===== src/la_decode_settings.svh =====
// width macros shared by the decode packages and modules, pulled in with `include
`ifndef LA_DECODE_SETTINGS_SVH
`define LA_DECODE_SETTINGS_SVH

// machine word, also pc and badv width
`define LA_XLEN 32

// fetch exception code carried in the fetch packet
`define LA_EXC_W 7

// architectural register number
`define LA_REG_W 5

// privilege level register
`define LA_PLV_W 2

// plv 3 is user mode, plv 0 is kernel
`define LA_PLV_USER 2'd3

`endif

===== src/uop_pkg.sv =====
// micro-op and exception types shared by decode and issue, used by scoped name
`default_nettype none

`include "la_decode_settings.svh"

package uop_pkg;

    // bit positions inside the one-hot class vector
    typedef enum logic [3:0] {
        itype_br    = 4'd0,
        itype_bar   = 4'd1,
        itype_mem   = 4'd2,
        itype_csr   = 4'd3,
        itype_cache = 4'd4,
        itype_idle  = 4'd5,
        itype_eret  = 4'd6,
        itype_tlb   = 4'd7,
        itype_mul   = 4'd8,
        itype_div   = 4'd9,
        itype_alu   = 4'd10
    } itype_e;

    typedef logic [itype_alu:0] itype_t;

    typedef enum logic [1:0] {src1_rf, src1_pc, src1_zero, src1_cntid} src1_e;
    typedef enum logic [1:0] {src2_rf, src2_imm, src2_cntl, src2_cnth} src2_e;

    // 3R alu ops map straight from inst[18:15], sra gets a free slot
    typedef enum logic [3:0] {
        alu_add  = 4'h0,
        alu_sub  = 4'h2,
        alu_slt  = 4'h4,
        alu_sltu = 4'h5,
        alu_nor  = 4'h8,
        alu_and  = 4'h9,
        alu_or   = 4'ha,
        alu_xor  = 4'hb,
        alu_sra  = 4'hd,
        alu_sll  = 4'he,
        alu_srl  = 4'hf
    } alu_op_e;

    typedef struct packed {
        itype_t              itype;
        src1_e               src1;
        src2_e               src2;
        // alu op, branch condition or {0, write, width}
        logic [3:0]          cond;
        logic                sign;
        logic                mem_atm;
        logic [`LA_REG_W-1:0] rd;
        logic [`LA_REG_W-1:0] rj;
        logic [`LA_REG_W-1:0] rk;
        logic [`LA_XLEN-1:0] imm;
        logic [`LA_XLEN-1:0] pc;
        logic [`LA_XLEN-1:0] orig_inst;
    } uop_t;

    typedef enum logic [2:0] {
        exc_none, exc_fetch, exc_ine, exc_ipe, exc_sys, exc_brk
    } excode_e;

    typedef struct packed {
        logic                 valid;
        uop_t                 uop;
        excode_e              excode;
        logic [`LA_EXC_W-1:0] fetch_exc;
        logic [`LA_XLEN-1:0]  badv;
    } decoded_t;

endpackage

`default_nettype wire


===== src/fetch_pkg.sv =====
// types for the packet that fetch hands to decode, used by scoped name
`default_nettype none

`include "la_decode_settings.svh"

package fetch_pkg;

    // 3R view of the instruction word
    typedef struct packed {
        logic [`LA_XLEN-3*`LA_REG_W-1:0] opcode;
        logic [`LA_REG_W-1:0]            rk;
        logic [`LA_REG_W-1:0]            rj;
        logic [`LA_REG_W-1:0]            rd;
    } inst_3r_t;

    // raw for opcode matching, fmt_3r for register fields
    typedef union packed {
        logic [`LA_XLEN-1:0] raw;
        inst_3r_t            fmt_3r;
    } inst_word_u;

    typedef struct packed {
        logic                 valid;
        logic                 unknown;
        logic [`LA_XLEN-1:0]  badv;
        logic [`LA_EXC_W-1:0] exception;
        logic [`LA_XLEN-1:0]  pc_next;
        logic [`LA_XLEN-1:0]  pc;
        inst_word_u           inst;
    } fetch_packet_t;

endpackage

`default_nettype wire


===== src/decode_top.sv =====
// decode stage top, connects decoder, exception unit and the issue register
`timescale 1ns/1ps
`default_nettype none

module decode_top (
    input  logic                     clk,
    input  logic                     rst_n,
    input  fetch_pkg::fetch_packet_t fetch_in,
    input  logic                     stall,
    input  logic                     flush,
    input  logic                     plv_we,
    input  logic [1:0]               plv_wdata,
    output uop_pkg::decoded_t        issue_out
);
    uop_pkg::uop_t    uop;
    uop_pkg::excode_e excode;
    logic invalid, is_syscall, is_break, is_privileged;

    inst_decoder inst_decoder_i (
        .fetch_in      (fetch_in),
        .uop           (uop),
        .invalid       (invalid),
        .is_syscall    (is_syscall),
        .is_break      (is_break),
        .is_privileged (is_privileged)
    );

    decode_excp_unit decode_excp_unit_i (
        .clk           (clk),
        .rst_n         (rst_n),
        .plv_we        (plv_we),
        .plv_wdata     (plv_wdata),
        .valid         (fetch_in.valid),
        .invalid       (invalid),
        .is_syscall    (is_syscall),
        .is_break      (is_break),
        .is_privileged (is_privileged),
        .fetch_exc     (fetch_in.exception),
        .excode        (excode)
    );

    decode_stage_reg decode_stage_reg_i (
        .clk       (clk),
        .rst_n     (rst_n),
        .stall     (stall),
        .flush     (flush),
        .valid     (fetch_in.valid),
        .uop       (uop),
        .excode    (excode),
        .fetch_exc (fetch_in.exception),
        .badv      (fetch_in.badv),
        .issue_out (issue_out)
    );

endmodule

`default_nettype wire


===== src/decode_stage_reg.sv =====
// decode to issue pipeline register that holds on stall and drops valid on flush
`timescale 1ns/1ps
`default_nettype none

`include "la_decode_settings.svh"

module decode_stage_reg (
    input  logic                 clk,
    input  logic                 rst_n,
    input  logic                 stall,
    input  logic                 flush,
    input  logic                 valid,
    input  uop_pkg::uop_t        uop,
    input  uop_pkg::excode_e     excode,
    input  logic [`LA_EXC_W-1:0] fetch_exc,
    input  logic [`LA_XLEN-1:0]  badv,
    output uop_pkg::decoded_t    issue_out
);

    // payload moves whenever the stage is not stalled
    // flush wins over stall and clears valid only
    always_ff @(posedge clk) begin
        if (!stall) begin
            issue_out <= '{valid: valid, uop: uop, excode: excode,
                           fetch_exc: fetch_exc, badv: badv};
        end
        if (!rst_n || flush) begin
            issue_out.valid <= 1'b0;
        end
    end

endmodule

`default_nettype wire


===== src/decode_excp_unit.sv =====
// privilege level register and exception selection for the instruction in decode
`timescale 1ns/1ps
`default_nettype none

`include "la_decode_settings.svh"

module decode_excp_unit (
    input  logic                 clk,
    input  logic                 rst_n,
    input  logic                 plv_we,
    input  logic [1:0]           plv_wdata,
    input  logic                 valid,
    input  logic                 invalid,
    input  logic                 is_syscall,
    input  logic                 is_break,
    input  logic                 is_privileged,
    input  logic [`LA_EXC_W-1:0] fetch_exc,
    output uop_pkg::excode_e     excode
);
    logic [`LA_PLV_W-1:0] plv;
    logic                 user_mode;

    // software write, visible from the next edge
    always_ff @(posedge clk) begin
        if (!rst_n) begin
            plv <= '0;
        end else if (plv_we) begin
            plv <= plv_wdata;
        end
    end

    assign user_mode = plv == `LA_PLV_USER;

    //////////////////////////////////////////////////
    // fixed priority, fetch first
    always_comb begin
        excode = uop_pkg::exc_none;
        if (valid) begin
            if (fetch_exc != '0)
                excode = uop_pkg::exc_fetch;
            else if (invalid)
                excode = uop_pkg::exc_ine;
            else if (is_privileged && user_mode)
                excode = uop_pkg::exc_ipe;
            else if (is_syscall)
                excode = uop_pkg::exc_sys;
            else if (is_break)
                excode = uop_pkg::exc_brk;
        end
    end

endmodule

`default_nettype wire


===== src/inst_decoder.sv =====
// combinational decoder turning one fetch packet into a micro-op and exception flags
`timescale 1ns/1ps
`default_nettype none

`include "la_decode_settings.svh"

module inst_decoder (
    input  fetch_pkg::fetch_packet_t fetch_in,
    output uop_pkg::uop_t            uop,
    output logic                     invalid,
    output logic                     is_syscall,
    output logic                     is_break,
    output logic                     is_privileged
);
    logic [`LA_XLEN-1:0]  inst;
    logic [`LA_REG_W-1:0] f_rd, f_rj, f_rk;
    logic [`LA_REG_W-1:0] rd, rj, rk;
    logic [`LA_XLEN-1:0]  imm;
    uop_pkg::itype_t      itype;
    logic is_b_or_bl, is_jirl, is_preload, is_pcadd, is_lui, is_alu_imm;
    logic is_invtlb, is_ecall, is_alu_sfti, is_sra, is_time, is_alu;
    logic mem_write, mem_atm, sign;
    uop_pkg::src1_e   src1;
    uop_pkg::src2_e   src2;
    uop_pkg::alu_op_e alu_op;
    logic             alu_op_invalid;
    logic             br_invalid;
    logic [3:0]       cond;

    assign inst = fetch_in.inst.raw;
    assign f_rd = fetch_in.inst.fmt_3r.rd;
    assign f_rj = fetch_in.inst.fmt_3r.rj;
    assign f_rk = fetch_in.inst.fmt_3r.rk;

    //////////////////////////////////////////////////
    // class match
    assign itype[uop_pkg::itype_br]    = inst[30];
    assign itype[uop_pkg::itype_bar]   = inst[30:16] == 15'b011100001110010;
    assign itype[uop_pkg::itype_mem]   = inst[30:28] == 3'b010;
    assign itype[uop_pkg::itype_csr]   = inst[30:24] == 7'b0000100;
    assign itype[uop_pkg::itype_cache] = inst[30:22] == 9'b000011000;
    assign itype[uop_pkg::itype_idle]  = inst[30:15] == 16'b0000110010010001;
    assign itype[uop_pkg::itype_eret]  = inst[30:10] == 21'b000011001001000001110;
    assign itype[uop_pkg::itype_tlb]   = is_invtlb ||
        (inst[30:13] == 18'b000011001001000001 && inst[12:10] != 3'b110);
    assign itype[uop_pkg::itype_mul]   = inst[30:17] == 14'b00000000001110;
    assign itype[uop_pkg::itype_div]   = inst[30:17] == 14'b00000000010000;
    assign itype[uop_pkg::itype_alu]   = is_alu || is_time || is_sra || is_alu_sfti ||
        is_alu_imm || is_pcadd || is_lui;

    assign is_b_or_bl  = inst[30:27] == 4'b1010;
    assign is_jirl     = inst[30:26] == 5'b10011;
    assign is_preload  = inst[30:22] == 9'b010101011;
    assign is_pcadd    = inst[30:25] == 6'b001110;
    assign is_lui      = inst[30:25] == 6'b001010;
    assign is_alu_imm  = inst[30:25] == 6'b000001;
    assign is_invtlb   = inst[30:15] == 16'b0000110010010011;
    assign is_ecall    = inst[30:17] == 14'b00000000010101 && !inst[15];
    assign is_alu_sfti = inst[30:20] == 11'b00000000100 && inst[17:15] == 3'b001;
    assign is_sra      = inst[30:15] == 16'b0000000000110000;
    assign is_time     = inst[30:11] == 20'b00000000000000001100;
    assign is_alu      = inst[30:19] == 12'b000000000010;

    assign is_syscall = is_ecall && inst[16];
    assign is_break   = is_ecall && !inst[16];

    // hit-type cacop (code[4:3] == 2) is allowed in user mode
    assign is_privileged = (itype[uop_pkg::itype_cache] && inst[4:3] != 2'd2) ||
        itype[uop_pkg::itype_tlb] || itype[uop_pkg::itype_csr] ||
        itype[uop_pkg::itype_eret] || itype[uop_pkg::itype_idle];

    //////////////////////////////////////////////////
    // operand sources and operation
    always_comb begin
        if (is_lui) src1 = uop_pkg::src1_zero;
        else if (is_pcadd) src1 = uop_pkg::src1_pc;
        else if (is_time && !inst[10] && f_rd == '0) src1 = uop_pkg::src1_cntid;
        else src1 = uop_pkg::src1_rf;

        if (is_alu_imm || is_alu_sfti || is_lui || is_pcadd) src2 = uop_pkg::src2_imm;
        else if (is_time && !inst[10] && f_rd != '0) src2 = uop_pkg::src2_cntl;
        else if (is_time) src2 = uop_pkg::src2_cnth;
        else src2 = uop_pkg::src2_rf;
    end

    always_comb begin
        alu_op_invalid = 1'b0;
        alu_op = uop_pkg::alu_add;
        if (is_alu) begin
            alu_op = uop_pkg::alu_op_e'(inst[18:15]);
        end else if (is_alu_imm) begin
            case (inst[24:22])
                3'b000: alu_op = uop_pkg::alu_slt;
                3'b001: alu_op = uop_pkg::alu_sltu;
                3'b010: alu_op = uop_pkg::alu_add;
                3'b101: alu_op = uop_pkg::alu_and;
                3'b110: alu_op = uop_pkg::alu_or;
                3'b111: alu_op = uop_pkg::alu_xor;
                default: alu_op_invalid = 1'b1;
            endcase
        end else if (is_alu_sfti) begin
            case (inst[19:18])
                2'b00: alu_op = uop_pkg::alu_sll;
                2'b01: alu_op = uop_pkg::alu_srl;
                2'b10: alu_op = uop_pkg::alu_sra;
                default: alu_op_invalid = 1'b1;
            endcase
        end else if (is_sra) begin
            alu_op = uop_pkg::alu_sra;
        end
    end

    // jirl, b, bl, beq .. bgeu sit at 3..11
    assign br_invalid = itype[uop_pkg::itype_br] &&
        (inst[29:26] < 4'd3 || inst[29:26] > 4'd11);

    assign mem_write = inst[24];
    assign mem_atm   = ~inst[27];
    assign sign = ((itype[uop_pkg::itype_mul] || itype[uop_pkg::itype_div]) && !inst[16]) ||
        (itype[uop_pkg::itype_mem] && !inst[25]);

    always_comb begin
        cond = '0;
        if (itype[uop_pkg::itype_alu]) cond = alu_op;
        else if (itype[uop_pkg::itype_div]) cond = {3'b0, inst[15]};
        else if (itype[uop_pkg::itype_mul]) cond = {3'b0, inst[15] | inst[16]};
        // ll/sc are always word wide
        else if (itype[uop_pkg::itype_mem]) cond = {1'b0, inst[24], mem_atm ? 2'b10 : inst[23:22]};
        else if (itype[uop_pkg::itype_br]) cond = inst[29:26];
    end

    // any fetch exception also marks the word invalid
    assign invalid = (itype == '0 && !is_ecall) || alu_op_invalid || br_invalid ||
        inst[31] || (is_invtlb && f_rd > 5'd6) || fetch_in.exception != '0;

    //////////////////////////////////////////////////
    // register remap so sources sit in rj and rk
    always_comb begin
        if (itype[uop_pkg::itype_cache] || itype[uop_pkg::itype_tlb] ||
            itype[uop_pkg::itype_idle] || is_preload ||
            (itype[uop_pkg::itype_mem] && mem_write && !mem_atm) ||
            (itype[uop_pkg::itype_br] && !is_jirl && inst[29:26] != 4'b0101))
            rd = '0;
        else if (inst[30:26] == 5'b10101)
            rd = 5'd1;
        else
            rd = f_rd | ({`LA_REG_W{is_time}} & f_rj);

        if ((itype[uop_pkg::itype_tlb] && !is_invtlb) || itype[uop_pkg::itype_idle] ||
            is_pcadd || is_lui || is_b_or_bl || is_time)
            rj = '0;
        else
            rj = f_rj;

        if (is_alu || is_sra || itype[uop_pkg::itype_mul] || itype[uop_pkg::itype_div] ||
            is_invtlb)
            rk = f_rk;
        else if ((itype[uop_pkg::itype_mem] && mem_write) || itype[uop_pkg::itype_csr] ||
            (itype[uop_pkg::itype_br] && !(is_b_or_bl || is_jirl)))
            rk = f_rd;
        else
            rk = '0;
    end

    //////////////////////////////////////////////////
    // immediate formats
    // u5 shifts reuse the i12 form
    always_comb begin
        if (itype[uop_pkg::itype_cache] || (is_alu_imm && !inst[24]) ||
            (itype[uop_pkg::itype_mem] && inst[27]) || is_alu_sfti)
            imm = {{20{inst[21]}}, inst[21:10]};
        else if (is_alu_imm)
            imm = {20'b0, inst[21:10]};
        else if (itype[uop_pkg::itype_csr])
            imm = {{18{inst[23]}}, inst[23:10]};
        else if (itype[uop_pkg::itype_mem])
            imm = {{16{inst[23]}}, inst[23:10], 2'b0};
        else if (itype[uop_pkg::itype_br] && !is_b_or_bl)
            imm = {{16{inst[25]}}, inst[25:10]};
        else if (is_b_or_bl)
            imm = {{6{inst[9]}}, inst[9:0], inst[25:10]};
        else if (is_pcadd || is_lui)
            imm = {inst[24:5], 12'b0};
        else
            imm = '0;
    end

    always_comb begin
        uop.itype     = (!fetch_in.valid || invalid) ? '0 : itype;
        uop.src1      = src1;
        uop.src2      = src2;
        uop.cond      = cond;
        uop.sign      = sign;
        uop.mem_atm   = mem_atm;
        uop.rd        = rd;
        uop.rj        = rj;
        uop.rk        = rk;
        uop.imm       = imm;
        uop.pc        = fetch_in.pc;
        uop.orig_inst = inst;
    end

endmodule

`default_nettype wire


===== config.mk =====
export PLATFORM = sky130hd
export DESIGN_NAME = decode_top
export DESIGN_NICKNAME = d
export VERILOG_FILES = /design/src/uop_pkg.sv /design/src/fetch_pkg.sv /design/src/decode_top.sv /design/src/decode_stage_reg.sv /design/src/decode_excp_unit.sv /design/src/inst_decoder.sv
export VERILOG_INCLUDE_DIRS = /design/src
export SDC_FILE = /design/constraint.sdc
export NUM_CORES = 1
export LEC_CHECK = 0
export BUFFER_PORTS_ARGS = -buffer_cell sky130_fd_sc_hd__buf_2
export CORE_AREA = 2 2 127 129
export CTS_CLUSTER_SIZE = 14
export DETAILED_ROUTE_END_ITERATION = 10
export DIE_AREA = 0 0 129 131
export GPL_TIMING_DRIVEN = 0
export HOLD_SLACK_MARGIN = 0.12
export PLACE_DENSITY = 0.87
export SLEW_MARGIN = 10
export SYNTH_ARGS = -nofsm -noshare
export SYNTH_HDL_FRONTEND = slang
export SYNTH_HIERARCHICAL = 1
export SYNTH_SLANG_ARGS = --single-unit

===== constraint.sdc =====
create_clock -name clk -period 10.1 [get_ports clk]
set_clock_uncertainty 0.2 [all_clocks]
set_input_delay 2.02 -clock clk [delete_from_list [all_inputs] [get_ports clk]]
set_output_delay 2.02 -clock clk [all_outputs]
set_load 0.1 [all_outputs]

==> key figures <==
Worst setup path
  – Bufs and invs on worst path: 2
  – Worst setup path startpoint: fetch_in[25]
  – Critical path peak fanout: 10
  – Reg2Reg Setup Slack: 8.96 ns
  – Crit path kind: in -> reg
  – Worst path max stage delay: about 0.64 ns
  – Worst EP arrival: 4.52 ns
  – Crit path cell chain: buf_2 > or4_1 > nor4_1 > and4_1 > clkbuf_1 > nand4b_1 > o31ai_1 > a31oi_1 > o21ai_0 > nor2_1
  – Worst path slowest cell: or4_1
  – Cell class contributing the biggest share of worst-path delay: simple AND/OR/NAND/NOR gates
  – CP required: 10.19 ns
  – Worst Setup End Kind: register
  – Reg-to-Reg Start: decode_excp_unit_i/plv[0]
  – CP Launch Type: input port

Logic synthesis
  – Primary FF master, synth: edfxtp_1
  – Seq/Total Area, Yosys: 0.668
  – Number of flops mapped to enable cells by yosys: 174
  – Gate Count Post-Synth: about 610
  – Seq cells post-synth: around 180
  – Synth Warn #: 6
  – Cell Area, Synth: around 0.0079 mm²
  – Syn Area/Cell: between 10 and 15 µm²
  – Top post-synthesis cells by area: edfxtp_1 (66%), buf_4 (6.3%), o21ai_0 (3.1%), nand2_1 (2.0%), a21oi_1 (1.8%)
  – Largest area contributor in the netlist: edfxtp_1
  – Top cell type's share of synthesized area: 0.661
  – Post-synth cell types: 62
  – Async set-reset flop share out of synthesis: 0
  – Post-synth net total: 760

STA
  – RSZ-0062 raised after global routing: no
  – Fin. Hold Viols: 0
  – Crit path time final: about 4.4 ns
  – Max-slew headroom: 0.186
  – Fmax: between 200 and 250 MHz
  – Setup ws final: 5.67 ns
  – Worst Tran Pin Value: 1.22 ns
  – Final setup vio count: 0
  – Fin. max-slew vios: 0
  – Crit share post-route: 0.438
  – Setup total negative slack: 0 ns

Pwr
  – Sw Ratio: 0.385
  – Pwr Density: 216 mW/mm²
  – Leak: 4.12 nW
  – Clock Power Share: 0.305
  – VDD IR-drop max: between 0.0001 and 0.00015 V
  – Share of power burned in registers: 0.409
  – Portion of total power attributed to combinational logic: 0.286
  – P_int: 1.34 mW
  – NetSw: approximately 0.84 mW

Placement
  – Detail Placement HPWL: 17100 µm
  – GP Congestion: between 0.9 and 1
  – # port buffers: 253
  – Post-DP Area: 0.00948 mm²
  – Pre-CTS setup slack: 5.14 ns

Drt
  – Drt total wl: approximately 23000 µm
  – Antenna viol nets, final: 0
  – Vias per cell: 5.55
  – Via count: 6174
  – TritonRoute pass-1 iters: 5
  – DRT iter0 DRCs: 617
  – Mean routed wirelength per cell: 20.6 µm
  – Drc violations: 0

Clock tree
  – Gates resized, CTS repair: 0
  – Root Buffer: clkbuf_16
  – Worst-Skew Late Latency: roughly 0.43 ns
  – Max Root-Sink Buffers: 2
  – Hold buffer count at cts: 0
  – Clk slew on worst S/H paths: 0.07 ns
  – Setup repair bufs after CTS: 0
  – CTS sink count: between 150 and 200
  – H-tree Lvls: 4
  – CTS tree: yes
  – CTS Buf Count: 17

Global routing
  – All-layer global routing usage: 0.261
  – Largest net degree at the start of global routing: 90
  – GR Util met3: 0.0761
  – Vias in the first global route: 5855
  – Antenna violations before repair: 1
  – M1 GR Usage: 0.296
  – First-pass GRT wire length: 32600 µm
  – Grt total ovfl: 0
  – Routing usage on met2: 0.463
  – GRT busiest layer: met2

Cells and area
  – Fin area: between 0.01 and 0.015 mm²
  – Synth-to-layout area growth: 27.4%
  – Register area: 0.00529 mm²
  – Layout cells sized above 1: 0.402
  – Fillers: 1206
  – Antenna diode count: 0
  – Nets: 1033
  – Area of the multi-input gates: 0.00195 mm²

Worst hold path
  – Worst hold path class: reg -> reg
  – HP Start: decode_excp_unit_i/plv[0]

Floorplan
  – Rows: 46
  – Starting Density: 0.507
  – Die area: approximately 0.017 mm²
  – Die X: 129 µm
  – Top Ports: 319
  – Die Y-Extent: roughly 130 µm
  – Core area: 0.0156 mm²

Flow run
  – Max Cap Viol: 0

Run status
  – Status: finished, final reports clean
-- metal layers --
layer	wire (µm)	vias up
met5	13	-
met4	776	2
met3	2420	57
met2	11700	367
met1	8060	2952
li1	-	2796
-- registers in the layout (all words and copies together) (netlist names) --
signal,cells
decode_excp_unit_i/plv,2
decode_stage_reg_i/issue_out,175
-- power groups by stage --
stage               clock (mW)  sequential, mW  combinational (mW)
floorplan                    0            1.34              0.0781
global placement             0           0.908               0.614
detailed placement           0           0.905               0.620
CTS                      0.672           0.890               0.621
global route             0.696           0.894               0.638
finish                   0.663           0.889               0.622
-- cell families (layout without fill, tap and decap cells) --
group                    after synthesis  count (layout)  synth area share
multiplexers                           3               3           0.00380
buffers and inverters                112             397            0.0854
flip-flops                           177             177             0.668
AO/OA/AOI/OAI                        136             136             0.109
AND/OR/NAND/NOR                      180             180             0.127
adder cells (fa/ha/maj)                4               4           0.00633
-- per-stage QoR --
stage          hold WS (ns)  total power, mW  instances   util
2_1_floorplan         0.305             1.41        612      -
3_3_place_gp          0.347             1.52       1081  0.606
3_5_place_dp          0.360             1.53       1082  0.608
4_1_cts               0.378             2.18       1113  0.646
5_1_grt               0.415             2.23       1113  0.646
6_report              0.368             2.17       1113  0.646
-- worst min-delay path, delay by kind of cell (launching register included) --
family | cells | cell delay, ns
flops | 1 | 0.34
mux | 1 | 0.13
simple gates | 1 | 0.06
-- path summary, 6_finish.rpt --
path / endpoint / cells after the start
max: decode_stage_reg_i/issue_out[41] / 10
min: decode_excp_unit_i/plv[0] / 2
max reg2reg: decode_stage_reg_i/issue_out[41] / 3
min reg2reg: decode_excp_unit_i/plv[0] / 2
-- synthesized netlist by cell type, drive strengths merged (3+ instances only) --
cell type and number:
a21o 12, nor3 8, a211oi 4, o31ai 4
a221o 9, o21ai 49, nand3b 3, nand2b 9
or4 6, nor2b 9, inv 12, ha 4
nor4bb 4, and2 12, nor4 10, nand2 43
clkbuf 32, a21oi 29, nor3b 4, edfxtp 174
buf 68, dfxtp 3, a221oi 4, a31oi 4
mux2i 3, nand4 9, nand3 11, and3 7
nor4b 3, or3 3, nor2 32
-- layout by cell type (no fill, tap or decap), types with 5 or more instances in the layout --
master     Yosys  routed
nand4_1        9       9
and3_1         6       6
clkbuf_16      0      17
inv_6          0       5
nor2b_1        9       9
nand3_1       11      11
inv_1         12      11
buf_4         66      66
inv_8          0       5
a221o_1        9       9
nor3_1         8       8
a21oi_1       29      29
clkbuf_1      32      32
nor4_1         9       9
and2_1        10      10
nand2_1       43      43
o21ai_0       49      49
nand2b_1       9       9
a21o_1        12      12
nor2_1        32      32
edfxtp_1     174     174
buf_2          0     253
-- cell type report --
cell class,count,area share
multi-input cells,323,0.194
flip-flops and latches,177,0.524
plain buffers,100,0.0626
inverters,12,0.00521
well taps,216,0.0268
clock buffers,17,0.0422
repair buffers,254,0.128
clock inverters,14,0.0166
Power figures use the tool's default switching activity.
